$ cat src/cfg_loader/ucode.mem
// Coherence engine microcode: one 32-bit instruction in hex per line, word 0 first
08100000
0c204001
10308012
1440c023
18510034
1c614045
20718056
2481c067
28920078
2ca24089
30b2809a
34c2c0ab
38d300bc
3ce340cd
40f380de
7c0000ff

$ cat src/common/cfg_pkg.sv
// ----------------------------------------------------------------------
// Configuration loader package
// Sizes of the boot configuration path, register offsets inside a
// core's configuration space, the boot PC and the shared enums.
// ----------------------------------------------------------------------

package cfg_pkg;

  // Tile size
  localparam int CFG_NUM_CORES = 2;
  localparam int CFG_CORE_W    = 1;

  // Configuration address is {core field, register offset}
  localparam int CFG_ADDR_W       = 16;
  localparam int CFG_OFFSET_W     = 12;
  localparam int CFG_CORE_FIELD_W = CFG_ADDR_W - CFG_OFFSET_W;
  localparam int CFG_DATA_W       = 64;

  // Coherence engine microcode
  localparam int CFG_UCODE_ELS = 16;
  localparam int CFG_UCODE_AW  = 4;
  localparam int CFG_INST_W    = 32;  // low bits of the write data

  localparam int CFG_PC_W = 40;
  localparam logic [CFG_PC_W-1:0] CFG_BOOT_PC = 40'h00_8000_0000;

  // Offset of microcode word 0
  localparam logic [CFG_OFFSET_W-1:0] CFG_UCODE_BASE = 12'h800;

  // Scalar register offsets
  typedef enum logic [CFG_OFFSET_W-1:0] {
    REG_RESET    = 12'h000,
    REG_FREEZE   = 12'h001,
    REG_CORE_ID  = 12'h002,
    REG_CCE_MODE = 12'h003,
    REG_START_PC = 12'h004
  } cfg_reg_e;

  typedef enum logic [0:0] {
    CCE_MODE_UNCACHED = 1'b0,
    CCE_MODE_NORMAL   = 1'b1
  } cce_mode_e;

  // Boot sequencer steps, in program order
  typedef enum logic [3:0] {
    LOAD_INIT,
    RESET_SET,
    FREEZE_SET,
    RESET_CLR,
    SEND_CORE_ID,
    SEND_UCODE,
    SEND_CCE_MODE,
    SEND_PC,
    FREEZE_CLR,
    LOAD_DONE
  } load_state_e;

endpackage

$ cat src/common/cfg_cmd_if.sv
// ----------------------------------------------------------------------
// Configuration command channel
// One write per command, valid/yumi handshake from the boot sequencer
// to the bus stage.
// ----------------------------------------------------------------------

`timescale 1ns/1ps

interface cfg_cmd_if;

  logic                            valid;
  logic [cfg_pkg::CFG_ADDR_W-1:0]  addr;
  logic [cfg_pkg::CFG_DATA_W-1:0]  data;
  logic                            yumi;   // Command consumed

  modport src (
    output valid,
    output addr,
    output data,
    input  yumi
  );

  modport dst (
    input  valid,
    input  addr,
    input  data,
    output yumi
  );

endinterface

$ cat src/cfg_loader/cfg_loader.sv
// ----------------------------------------------------------------------
// Boot configuration sequencer
// Walks the fixed boot program for every core: reset and freeze,
// core id, microcode copy from the boot ROM, coherence engine mode,
// start PC and freeze release. Issues one write command at a time.
// ----------------------------------------------------------------------

`timescale 1ns/1ps

module cfg_loader (
  input  logic       clk_i,
  input  logic       reset_i,
  cfg_cmd_if.src     cmd_o,
  output logic       done_o
);

  logic [cfg_pkg::CFG_INST_W-1:0] boot_rom [cfg_pkg::CFG_UCODE_ELS];

  initial $readmemh("/design/src/cfg_loader/ucode.mem", boot_rom);

  cfg_pkg::load_state_e state_r, state_n;

  logic [cfg_pkg::CFG_CORE_W-1:0]   core_cnt_r;
  logic [cfg_pkg::CFG_UCODE_AW-1:0] ucode_cnt_r;
  logic                             core_last;
  logic                             ucode_last;
  logic                             group_done;

  logic [cfg_pkg::CFG_OFFSET_W-1:0] offset;
  logic [cfg_pkg::CFG_DATA_W-1:0]   data;
  logic [cfg_pkg::CFG_INST_W-1:0]   rom_data;

  assign core_last  = (int'(core_cnt_r) == cfg_pkg::CFG_NUM_CORES - 1);
  assign ucode_last = (int'(ucode_cnt_r) == cfg_pkg::CFG_UCODE_ELS - 1);

  // A scalar step ends after the last core, the microcode step after
  // the last core of the last word
  assign group_done = core_last && ((state_r != cfg_pkg::SEND_UCODE) || ucode_last);

  assign rom_data = boot_rom[ucode_cnt_r];

  // Command content and the step that follows the current one
  always_comb begin
    state_n = state_r;
    offset  = '0;
    data    = '0;
    case (state_r)
      cfg_pkg::LOAD_INIT: begin
        state_n = cfg_pkg::RESET_SET;
      end
      cfg_pkg::RESET_SET: begin
        offset  = cfg_pkg::REG_RESET;
        data[0] = 1'b1;
        state_n = cfg_pkg::FREEZE_SET;
      end
      cfg_pkg::FREEZE_SET: begin
        offset  = cfg_pkg::REG_FREEZE;
        data[0] = 1'b1;
        state_n = cfg_pkg::RESET_CLR;
      end
      cfg_pkg::RESET_CLR: begin
        offset  = cfg_pkg::REG_RESET;   // Core stays frozen
        state_n = cfg_pkg::SEND_CORE_ID;
      end
      cfg_pkg::SEND_CORE_ID: begin
        offset = cfg_pkg::REG_CORE_ID;
        data[cfg_pkg::CFG_CORE_W-1:0] = core_cnt_r;
        state_n = cfg_pkg::SEND_UCODE;
      end
      cfg_pkg::SEND_UCODE: begin
        offset = cfg_pkg::CFG_UCODE_BASE
                 + {{(cfg_pkg::CFG_OFFSET_W-cfg_pkg::CFG_UCODE_AW){1'b0}}, ucode_cnt_r};
        data[cfg_pkg::CFG_INST_W-1:0] = rom_data;
        state_n = cfg_pkg::SEND_CCE_MODE;
      end
      cfg_pkg::SEND_CCE_MODE: begin
        offset  = cfg_pkg::REG_CCE_MODE;
        data[0] = cfg_pkg::CCE_MODE_NORMAL;
        state_n = cfg_pkg::SEND_PC;
      end
      cfg_pkg::SEND_PC: begin
        offset = cfg_pkg::REG_START_PC;
        data[cfg_pkg::CFG_PC_W-1:0] = cfg_pkg::CFG_BOOT_PC;
        state_n = cfg_pkg::FREEZE_CLR;
      end
      cfg_pkg::FREEZE_CLR: begin
        offset  = cfg_pkg::REG_FREEZE;  // Core starts running
        state_n = cfg_pkg::LOAD_DONE;
      end
      cfg_pkg::LOAD_DONE: begin
        state_n = cfg_pkg::LOAD_DONE;
      end
      default: begin
        state_n = cfg_pkg::LOAD_INIT;
      end
    endcase
  end

  always_ff @(posedge clk_i) begin
    if (reset_i) begin
      state_r <= cfg_pkg::LOAD_INIT;
    end else if (state_r == cfg_pkg::LOAD_INIT) begin
      state_r <= state_n;
    end else if (cmd_o.yumi && group_done) begin
      state_r <= state_n;
    end
  end

  // Inner loop over cores, outer loop over microcode words
  always_ff @(posedge clk_i) begin
    if (reset_i) begin
      core_cnt_r  <= '0;
      ucode_cnt_r <= '0;
    end else if (cmd_o.yumi) begin
      core_cnt_r <= core_last ? '0 : core_cnt_r + 1'b1;
      if ((state_r == cfg_pkg::SEND_UCODE) && core_last) begin
        ucode_cnt_r <= ucode_last ? '0 : ucode_cnt_r + 1'b1;
      end
    end
  end

  assign cmd_o.valid = (state_r != cfg_pkg::LOAD_INIT) && (state_r != cfg_pkg::LOAD_DONE);
  assign cmd_o.addr  = {{(cfg_pkg::CFG_CORE_FIELD_W-cfg_pkg::CFG_CORE_W){1'b0}},
                        core_cnt_r, offset};
  assign cmd_o.data  = data;

  assign done_o = (state_r == cfg_pkg::LOAD_DONE);

endmodule

$ cat src/logic/wb_cfg_master.sv
// ----------------------------------------------------------------------
// Configuration bus master
// Captures one command and runs it as a Wishbone classic write,
// holding cyc and stb until the slave acknowledges.
// ----------------------------------------------------------------------

`timescale 1ns/1ps

module wb_cfg_master (
  input  logic                            clk_i,
  input  logic                            reset_i,
  cfg_cmd_if.dst                          cmd_i,
  output logic                            wb_cyc_o,
  output logic                            wb_stb_o,
  output logic                            wb_we_o,
  output logic [cfg_pkg::CFG_ADDR_W-1:0]  wb_adr_o,
  output logic [cfg_pkg::CFG_DATA_W-1:0]  wb_dat_o,
  input  logic                            wb_ack_i
);

  typedef enum logic {
    WB_IDLE,
    WB_BUSY
  } wb_state_e;

  wb_state_e state_r;

  logic [cfg_pkg::CFG_ADDR_W-1:0] adr_r;
  logic [cfg_pkg::CFG_DATA_W-1:0] dat_r;

  always_ff @(posedge clk_i) begin
    if (reset_i) begin
      state_r <= WB_IDLE;
    end else begin
      case (state_r)
        WB_IDLE: if (cmd_i.valid) state_r <= WB_BUSY;
        WB_BUSY: if (wb_ack_i) state_r <= WB_IDLE;
        default: state_r <= WB_IDLE;
      endcase
    end
  end

  // Command payload, held for the whole cycle
  always_ff @(posedge clk_i) begin
    if ((state_r == WB_IDLE) && cmd_i.valid) begin
      adr_r <= cmd_i.addr;
      dat_r <= cmd_i.data;
    end
  end

  assign wb_cyc_o = (state_r == WB_BUSY);
  assign wb_stb_o = (state_r == WB_BUSY);
  assign wb_we_o  = 1'b1;             // Write only bus
  assign wb_adr_o = adr_r;
  assign wb_dat_o = dat_r;

  assign cmd_i.yumi = (state_r == WB_BUSY) && wb_ack_i;

endmodule

$ cat src/logic/core_cfg_regs.sv
// ----------------------------------------------------------------------
// Per-core configuration registers
// Wishbone slave at the end of the configuration path. Holds reset,
// freeze, core id, coherence engine mode, start PC and the microcode
// RAM of every core, and drives the cores' control outputs.
// ----------------------------------------------------------------------

`timescale 1ns/1ps

module core_cfg_regs (
  input  logic                                                     clk_i,
  input  logic                                                     reset_i,
  input  logic                                                     wb_cyc_i,
  input  logic                                                     wb_stb_i,
  input  logic                                                     wb_we_i,
  input  logic [cfg_pkg::CFG_ADDR_W-1:0]                           wb_adr_i,
  input  logic [cfg_pkg::CFG_DATA_W-1:0]                           wb_dat_i,
  output logic                                                     wb_ack_o,
  input  logic                                                     stall_i,
  output logic [cfg_pkg::CFG_NUM_CORES-1:0]                        core_reset_o,
  output logic [cfg_pkg::CFG_NUM_CORES-1:0]                        core_freeze_o,
  output logic [cfg_pkg::CFG_NUM_CORES*cfg_pkg::CFG_CORE_W-1:0]    core_id_o,
  output cfg_pkg::cce_mode_e [cfg_pkg::CFG_NUM_CORES-1:0]          cce_mode_o,
  output logic [cfg_pkg::CFG_NUM_CORES*cfg_pkg::CFG_PC_W-1:0]      start_pc_o,
  input  logic [cfg_pkg::CFG_NUM_CORES*cfg_pkg::CFG_UCODE_AW-1:0]  ucode_addr_i,
  output logic [cfg_pkg::CFG_NUM_CORES*cfg_pkg::CFG_INST_W-1:0]    ucode_data_o
);

  logic [cfg_pkg::CFG_NUM_CORES-1:0]                          reset_r;
  logic [cfg_pkg::CFG_NUM_CORES-1:0]                          freeze_r;
  logic [cfg_pkg::CFG_NUM_CORES-1:0][cfg_pkg::CFG_CORE_W-1:0] core_id_r;
  logic [cfg_pkg::CFG_NUM_CORES-1:0][cfg_pkg::CFG_PC_W-1:0]   start_pc_r;
  cfg_pkg::cce_mode_e [cfg_pkg::CFG_NUM_CORES-1:0]            cce_mode_r;

  logic [cfg_pkg::CFG_INST_W-1:0] ucode_ram [cfg_pkg::CFG_NUM_CORES][cfg_pkg::CFG_UCODE_ELS];

  logic [cfg_pkg::CFG_CORE_FIELD_W-1:0] core_field;
  logic [cfg_pkg::CFG_CORE_W-1:0]       core_sel;
  logic [cfg_pkg::CFG_OFFSET_W-1:0]     offset;
  logic [cfg_pkg::CFG_OFFSET_W-1:0]     ucode_off;
  logic                                 core_ok;
  logic                                 wr_en;
  logic                                 reg_we;
  logic                                 ram_we;
  logic                                 ack_r;

  assign core_field = wb_adr_i[cfg_pkg::CFG_ADDR_W-1:cfg_pkg::CFG_OFFSET_W];
  assign core_sel   = core_field[cfg_pkg::CFG_CORE_W-1:0];
  assign offset     = wb_adr_i[cfg_pkg::CFG_OFFSET_W-1:0];
  assign ucode_off  = offset - cfg_pkg::CFG_UCODE_BASE;   // Wraps below the base
  assign core_ok    = int'(core_field) < cfg_pkg::CFG_NUM_CORES;

  // One write per bus cycle, on the edge that raises ack
  assign wr_en  = wb_cyc_i && wb_stb_i && wb_we_i && !stall_i && !ack_r;
  assign reg_we = wr_en && core_ok;
  assign ram_we = reg_we && (int'(ucode_off) < cfg_pkg::CFG_UCODE_ELS);

  always_ff @(posedge clk_i) begin
    if (reset_i) begin
      ack_r <= 1'b0;
    end else begin
      ack_r <= wb_cyc_i && wb_stb_i && !stall_i && !ack_r;
    end
  end

  always_ff @(posedge clk_i) begin
    if (reset_i) begin
      for (int i = 0; i < cfg_pkg::CFG_NUM_CORES; i++) begin
        reset_r[i]    <= 1'b1;  // Cores held until the loader lets go
        freeze_r[i]   <= 1'b1;
        core_id_r[i]  <= '0;
        start_pc_r[i] <= '0;
        cce_mode_r[i] <= cfg_pkg::CCE_MODE_UNCACHED;
      end
    end else if (reg_we) begin
      case (offset)
        cfg_pkg::REG_RESET:    reset_r[core_sel]    <= wb_dat_i[0];
        cfg_pkg::REG_FREEZE:   freeze_r[core_sel]   <= wb_dat_i[0];
        cfg_pkg::REG_CORE_ID:  core_id_r[core_sel]  <= wb_dat_i[cfg_pkg::CFG_CORE_W-1:0];
        cfg_pkg::REG_CCE_MODE: cce_mode_r[core_sel] <= cfg_pkg::cce_mode_e'(wb_dat_i[0]);
        cfg_pkg::REG_START_PC: start_pc_r[core_sel] <= wb_dat_i[cfg_pkg::CFG_PC_W-1:0];
        default: ;  // Unknown offsets are acked and dropped
      endcase
    end
  end

  always_ff @(posedge clk_i) begin
    if (ram_we) begin
      ucode_ram[core_sel][ucode_off[cfg_pkg::CFG_UCODE_AW-1:0]] <=
        wb_dat_i[cfg_pkg::CFG_INST_W-1:0];
    end
  end

  // Combinational microcode read per core
  for (genvar c = 0; c < cfg_pkg::CFG_NUM_CORES; c++) begin : g_ucode_rd
    assign ucode_data_o[c*cfg_pkg::CFG_INST_W +: cfg_pkg::CFG_INST_W] =
      ucode_ram[c][ucode_addr_i[c*cfg_pkg::CFG_UCODE_AW +: cfg_pkg::CFG_UCODE_AW]];
  end

  assign wb_ack_o      = ack_r;
  assign core_reset_o  = reset_r;
  assign core_freeze_o = freeze_r;
  assign core_id_o     = core_id_r;
  assign cce_mode_o    = cce_mode_r;
  assign start_pc_o    = start_pc_r;

endmodule

$ cat src/logic/cfg_subsystem.sv
// ----------------------------------------------------------------------
// Boot configuration subsystem
// Sequencer, Wishbone bus stage and per-core configuration registers
// in a chain. done_o marks the end of the boot load.
// ----------------------------------------------------------------------

`timescale 1ns/1ps

module cfg_subsystem (
  input  logic                                                     clk_i,
  input  logic                                                     reset_i,
  input  logic                                                     cfg_stall_i,
  output logic                                                     done_o,
  output logic [cfg_pkg::CFG_NUM_CORES-1:0]                        core_reset_o,
  output logic [cfg_pkg::CFG_NUM_CORES-1:0]                        core_freeze_o,
  output logic [cfg_pkg::CFG_NUM_CORES*cfg_pkg::CFG_CORE_W-1:0]    core_id_o,
  output cfg_pkg::cce_mode_e [cfg_pkg::CFG_NUM_CORES-1:0]          cce_mode_o,
  output logic [cfg_pkg::CFG_NUM_CORES*cfg_pkg::CFG_PC_W-1:0]      start_pc_o,
  input  logic [cfg_pkg::CFG_NUM_CORES*cfg_pkg::CFG_UCODE_AW-1:0]  ucode_addr_i,
  output logic [cfg_pkg::CFG_NUM_CORES*cfg_pkg::CFG_INST_W-1:0]    ucode_data_o
);

  cfg_cmd_if cmd_if ();

  // Wishbone classic, write only
  logic                           wb_cyc;
  logic                           wb_stb;
  logic                           wb_we;
  logic [cfg_pkg::CFG_ADDR_W-1:0] wb_adr;
  logic [cfg_pkg::CFG_DATA_W-1:0] wb_dat;
  logic                           wb_ack;

  cfg_loader u_loader (
    .clk_i   (clk_i),
    .reset_i (reset_i),
    .cmd_o   (cmd_if.src),
    .done_o  (done_o)
  );

  wb_cfg_master u_master (
    .clk_i    (clk_i),
    .reset_i  (reset_i),
    .cmd_i    (cmd_if.dst),
    .wb_cyc_o (wb_cyc),
    .wb_stb_o (wb_stb),
    .wb_we_o  (wb_we),
    .wb_adr_o (wb_adr),
    .wb_dat_o (wb_dat),
    .wb_ack_i (wb_ack)
  );

  core_cfg_regs u_regs (
    .clk_i         (clk_i),
    .reset_i       (reset_i),
    .wb_cyc_i      (wb_cyc),
    .wb_stb_i      (wb_stb),
    .wb_we_i       (wb_we),
    .wb_adr_i      (wb_adr),
    .wb_dat_i      (wb_dat),
    .wb_ack_o      (wb_ack),
    .stall_i       (cfg_stall_i),
    .core_reset_o  (core_reset_o),
    .core_freeze_o (core_freeze_o),
    .core_id_o     (core_id_o),
    .cce_mode_o    (cce_mode_o),
    .start_pc_o    (start_pc_o),
    .ucode_addr_i  (ucode_addr_i),
    .ucode_data_o  (ucode_data_o)
  );

endmodule

$ cat config.mk
export PLATFORM = sky130hd
export DESIGN_NAME = cfg_subsystem
export DESIGN_NICKNAME = d
export VERILOG_FILES = /design/src/common/cfg_pkg.sv /design/src/common/cfg_cmd_if.sv /design/src/cfg_loader/cfg_loader.sv /design/src/logic/wb_cfg_master.sv /design/src/logic/core_cfg_regs.sv /design/src/logic/cfg_subsystem.sv
export SDC_FILE = /design/constraint.sdc
export NUM_CORES = 1
export LEC_CHECK = 0
export ABC_AREA = 1
export BUFFER_PORTS_ARGS = -buffer_cell sky130_fd_sc_hd__buf_2
export CORE_AREA = 4 4 90 134
export DETAILED_ROUTE_END_ITERATION = 16
export DIE_AREA = 0 0 94 138
export PLACE_DENSITY = 0.77
export SLEW_MARGIN = 10
export SYNTH_ARGS = -nofsm -noshare
export SYNTH_HDL_FRONTEND = slang
export SYNTH_SLANG_ARGS = --single-unit
$ cat constraint.sdc
create_clock -name clk_i -period 2.64 [get_ports clk_i]
set_clock_uncertainty 0.1 [all_clocks]
set_input_delay 0.528 -clock clk_i [delete_from_list [all_inputs] [get_ports clk_i]]
set_output_delay 0.528 -clock clk_i [all_outputs]
set_load 0.01 [all_outputs]
==> flow_metrics.env <==
export IMPL_final_nets=633
export IMPL_route_vias_total=3605
export IMPL_crit_chain="buf_2 > inv_2 > nor2_1 > nor2_1 > o21ai_0 > nand3_1 > nand3_1 > nand2_1 > buf_2"
export IMPL_syn2layout_area_growth_pct=0.304
export IMPL_yosysSeqAreaShare_pct=48.9
export IMPL_cp_end_kind="output port"
export IMPL_p_leak_nw=2.31
export IMPL_r2r_end="u_regs.ucode_ram[0][383]"
export IMPL_coreArea_um2=10900
export IMPL_outcome="complete, no violations"
export IMPL_grt_max_degree=29
export IMPL_fmax_mhz=444
export IMPL_ys_warn_count=0
export IMPL_maxCapViolCount=0
export IMPL_r2r_start="u_master.wb_adr_o[1]"
export IMPL_cp_slowest_cell="buf_2"
export IMPL_cts_resized=0
export IMPL_powerDensity_nw_per_um2=787
export IMPL_placed_cells=757
export IMPL_io_buffers=27
export IMPL_antennaDiodeCount=0
export IMPL_ir_worst_vdd_uv=634
export IMPL_start_util_pct=49.0
export IMPL_routed_via_density=4.66
export IMPL_post_cts_buffers=0
export IMPL_antenna_found_initial=0
export IMPL_route_detailed_drc=0
export IMPL_clk_pin_slew_ns=0.06
export IMPL_crit_buf_inv=3
export IMPL_hold_viol=0
export IMPL_holdPathStages=2
export IMPL_critPathRequiredTime_ns=2.01
export IMPL_clk_latency_ns=0.35
export IMPL_period_minus_slack_ns=2.25
export IMPL_slowest_delay_ns=0.32
export IMPL_cts_tree="built"
export IMPL_syn_avg_cell_area_um2=8.96
export IMPL_yosys_area_top_type="edfxtp_1"
export IMPL_final_instance_count_excl_fill=773
export IMPL_hold_path_class="register to register"
export IMPL_ant_nets=0
export IMPL_critPathMaxFanout=23
export IMPL_h_tree_depth=3
export IMPL_cp_startpoint="ucode_addr_i[0]"
export IMPL_post_drt_wl_per_cell_um=13.6
export IMPL_routed_wl_mm=10.5
export IMPL_yosysTopAreaCellShare_pct=40.4
export IMPL_die_y_um=138
export IMPL_drive_above_1_share_pct=11.5
export IMPL_syn_area_um2=5360
export IMPL_worstPathArrival_ns=1.62
export IMPL_cts_hold_buf=0
export IMPL_rows=47
export IMPL_grt_pass1_wl_mm=16.7
export IMPL_grt_usage_pct=16.4
export IMPL_clock_sinks=95
export IMPL_holdPathEnd="u_regs.cce_mode_o[1]"
export IMPL_cts_buffers=9
export IMPL_fillers=1053
export IMPL_r2r_setup_slack_ns=0.61
export IMPL_drt_pass1_iterations=6
export IMPL_ys_types=33
export IMPL_crit_path_start_kind="input port"
export IMPL_layout_commonest_cell="conb_1"
export IMPL_setup_tns_ns=0
export IMPL_dieArea_um2=13000
export IMPL_rr_worst_depth=5
export IMPL_critPathTopFamily="buffers and inverters"
export IMPL_mostFrequentLayoutCells="conb_1 (136), nand2_1 (92), edfxtp_1 (72)"
export IMPL_drtIter0Drc=232
export IMPL_rsz0062_at_grt="false"
export IMPL_netlist_instances=598
export IMPL_grt_pass1_vias=3371
export IMPL_grt_ovfl_total=0
export IMPL_ys_seq_elements=95
export IMPL_setup_viol=0
export IMPL_gp_congestion=0.925
export IMPL_clockRootBuffer="clkbuf_16"
export IMPL_die_w_um=94
export IMPL_io_pins=164
export IMPL_maxSlewHeadroom_pct=41.5
export IMPL_clock_path_buffers=2
export IMPL_hp_start="u_regs.cce_mode_o[1]"
export IMPL_critPathKind="input port to output port"
export IMPL_timing_final_crit_share_pct=85.3
export IMPL_dpl_hpwl_mm=7.96
export IMPL_worst_slew_pin_slew_ns=0.878
export IMPL_synth_area_top_cells="edfxtp_1 (40%), buf_4 (19%), dfxtp_1 (8.6%), nand2_1 (6.4%), nor2_1 (4.5%)"
export IMPL_slew_violations=0
-- how the worst max path moves through the flow --
stage	endpoint	slack [ns]	depth (start not counted)
floorplan	ucode_data_o[0]	0.90	7
global placement	ucode_data_o[32]	0.43	9
detailed placement	u_regs.ucode_ram[0][64]	0.37	6
CTS	ucode_data_o[32]	0.38	9
global route	ucode_data_o[0]	0.18	9
finish	ucode_data_o[0]	0.39	9
-- Yosys cell counts (all sizes together) --
cell,number
buf,150
nand2,96
edfxtp,72
nor2,68
inv,54
nand3,44
dfxtp,23
nor3,21
o21ai,20
a21oi,16
nand4,12
o211ai,12
clkbuf,3
clkinv,2
conb,1
ha,1
o2111ai,1
o311ai,1
or2,1
-- cell families (layout without fill, tap and decap cells) --
logic type / count (synthesis) / count (layout) / share of synthesized area (%)
AOI/OAI and AO/OA: 50 / 50 / 5.58
adders and majority gates: 1 / 1 / 0.233
buffers and inverters: 209 / 102 / 24.7
DFF: 95 / 95 / 48.9
other: 1 / 136 / 0.0700
and+or+nand+nor: 242 / 242 / 20.5
-- routing by layer --
metal | GRT usage (%) | wire (um)
met1 | 16.9 | 3580
met2 | 30.6 | 5920
met3 | 3.10 | 701
met4 | 8.60 | 333
met5 | 0 | 0
-- where the power goes --
group	switching, W	internal [W]	leakage (nW)	total (W)
Clock	0.000571	0.000648	0.134	0.00122
Sequential	0.000187	0.00189	0.843	0.00208
Combinational	0.000736	0.000199	1.34	0.000935
Total	0.00149	0.00274	2.31	0.00423
-- registers in the layout, summed over array words and instances, names as in the netlist --
name,count
u_regs.ucode_ram,64
u_master.wb_adr_o,6
u_loader.state_r,4
u_loader.ucode_cnt_r,4
u_regs.start_pc_o,4
u_master.wb_dat_o,2
u_regs.cce_mode_o,2
u_regs.core_freeze_o,2
u_regs.core_id_o,2
u_regs.core_reset_o,2
u_loader.core_cnt_r,1
u_master.wb_cyc_o,1
u_regs.wb_ack_o,1
-- worst min-delay path: cells and delay by family, from the launching register on --
| kind | cells | cell delay, ns |
|---|---|---|
| AO/OA/AOI/OAI | 1 | 0.06 |
| AND/OR/NAND/NOR | 1 | 0.06 |
| flip-flops | 1 | 0.31 |
-- cell type report --
class	instances	area, um2	area share [%]
clock buffers	9	225	4.19
clock inverters	7	52.6	0.978
inverters	56	211	3.93
multi-input cells	429	1920	35.7
flip-flops and latches	95	2620	48.8
well taps	147	184	3.42
repair buffers	30	158	2.93
-- per-stage QoR --
stage / util [%] / power (W) / cell area [um2] / hold WS, ns / setup WS (ns)
floorplan: - / 0.00290 / 5860 / 0.351 / 0.902
global placement: 46.6 / 0.00297 / 5100 / 0.350 / 0.428
detailed placement: 46.6 / 0.00302 / 5100 / 0.356 / 0.367
CTS: 49.1 / 0.00423 / 5370 / 0.374 / 0.383
global route: 49.1 / 0.00444 / 5370 / 0.391 / 0.176
finish: 49.1 / 0.00423 / 5370 / 0.370 / 0.389
Power figures use the tool's default switching activity.
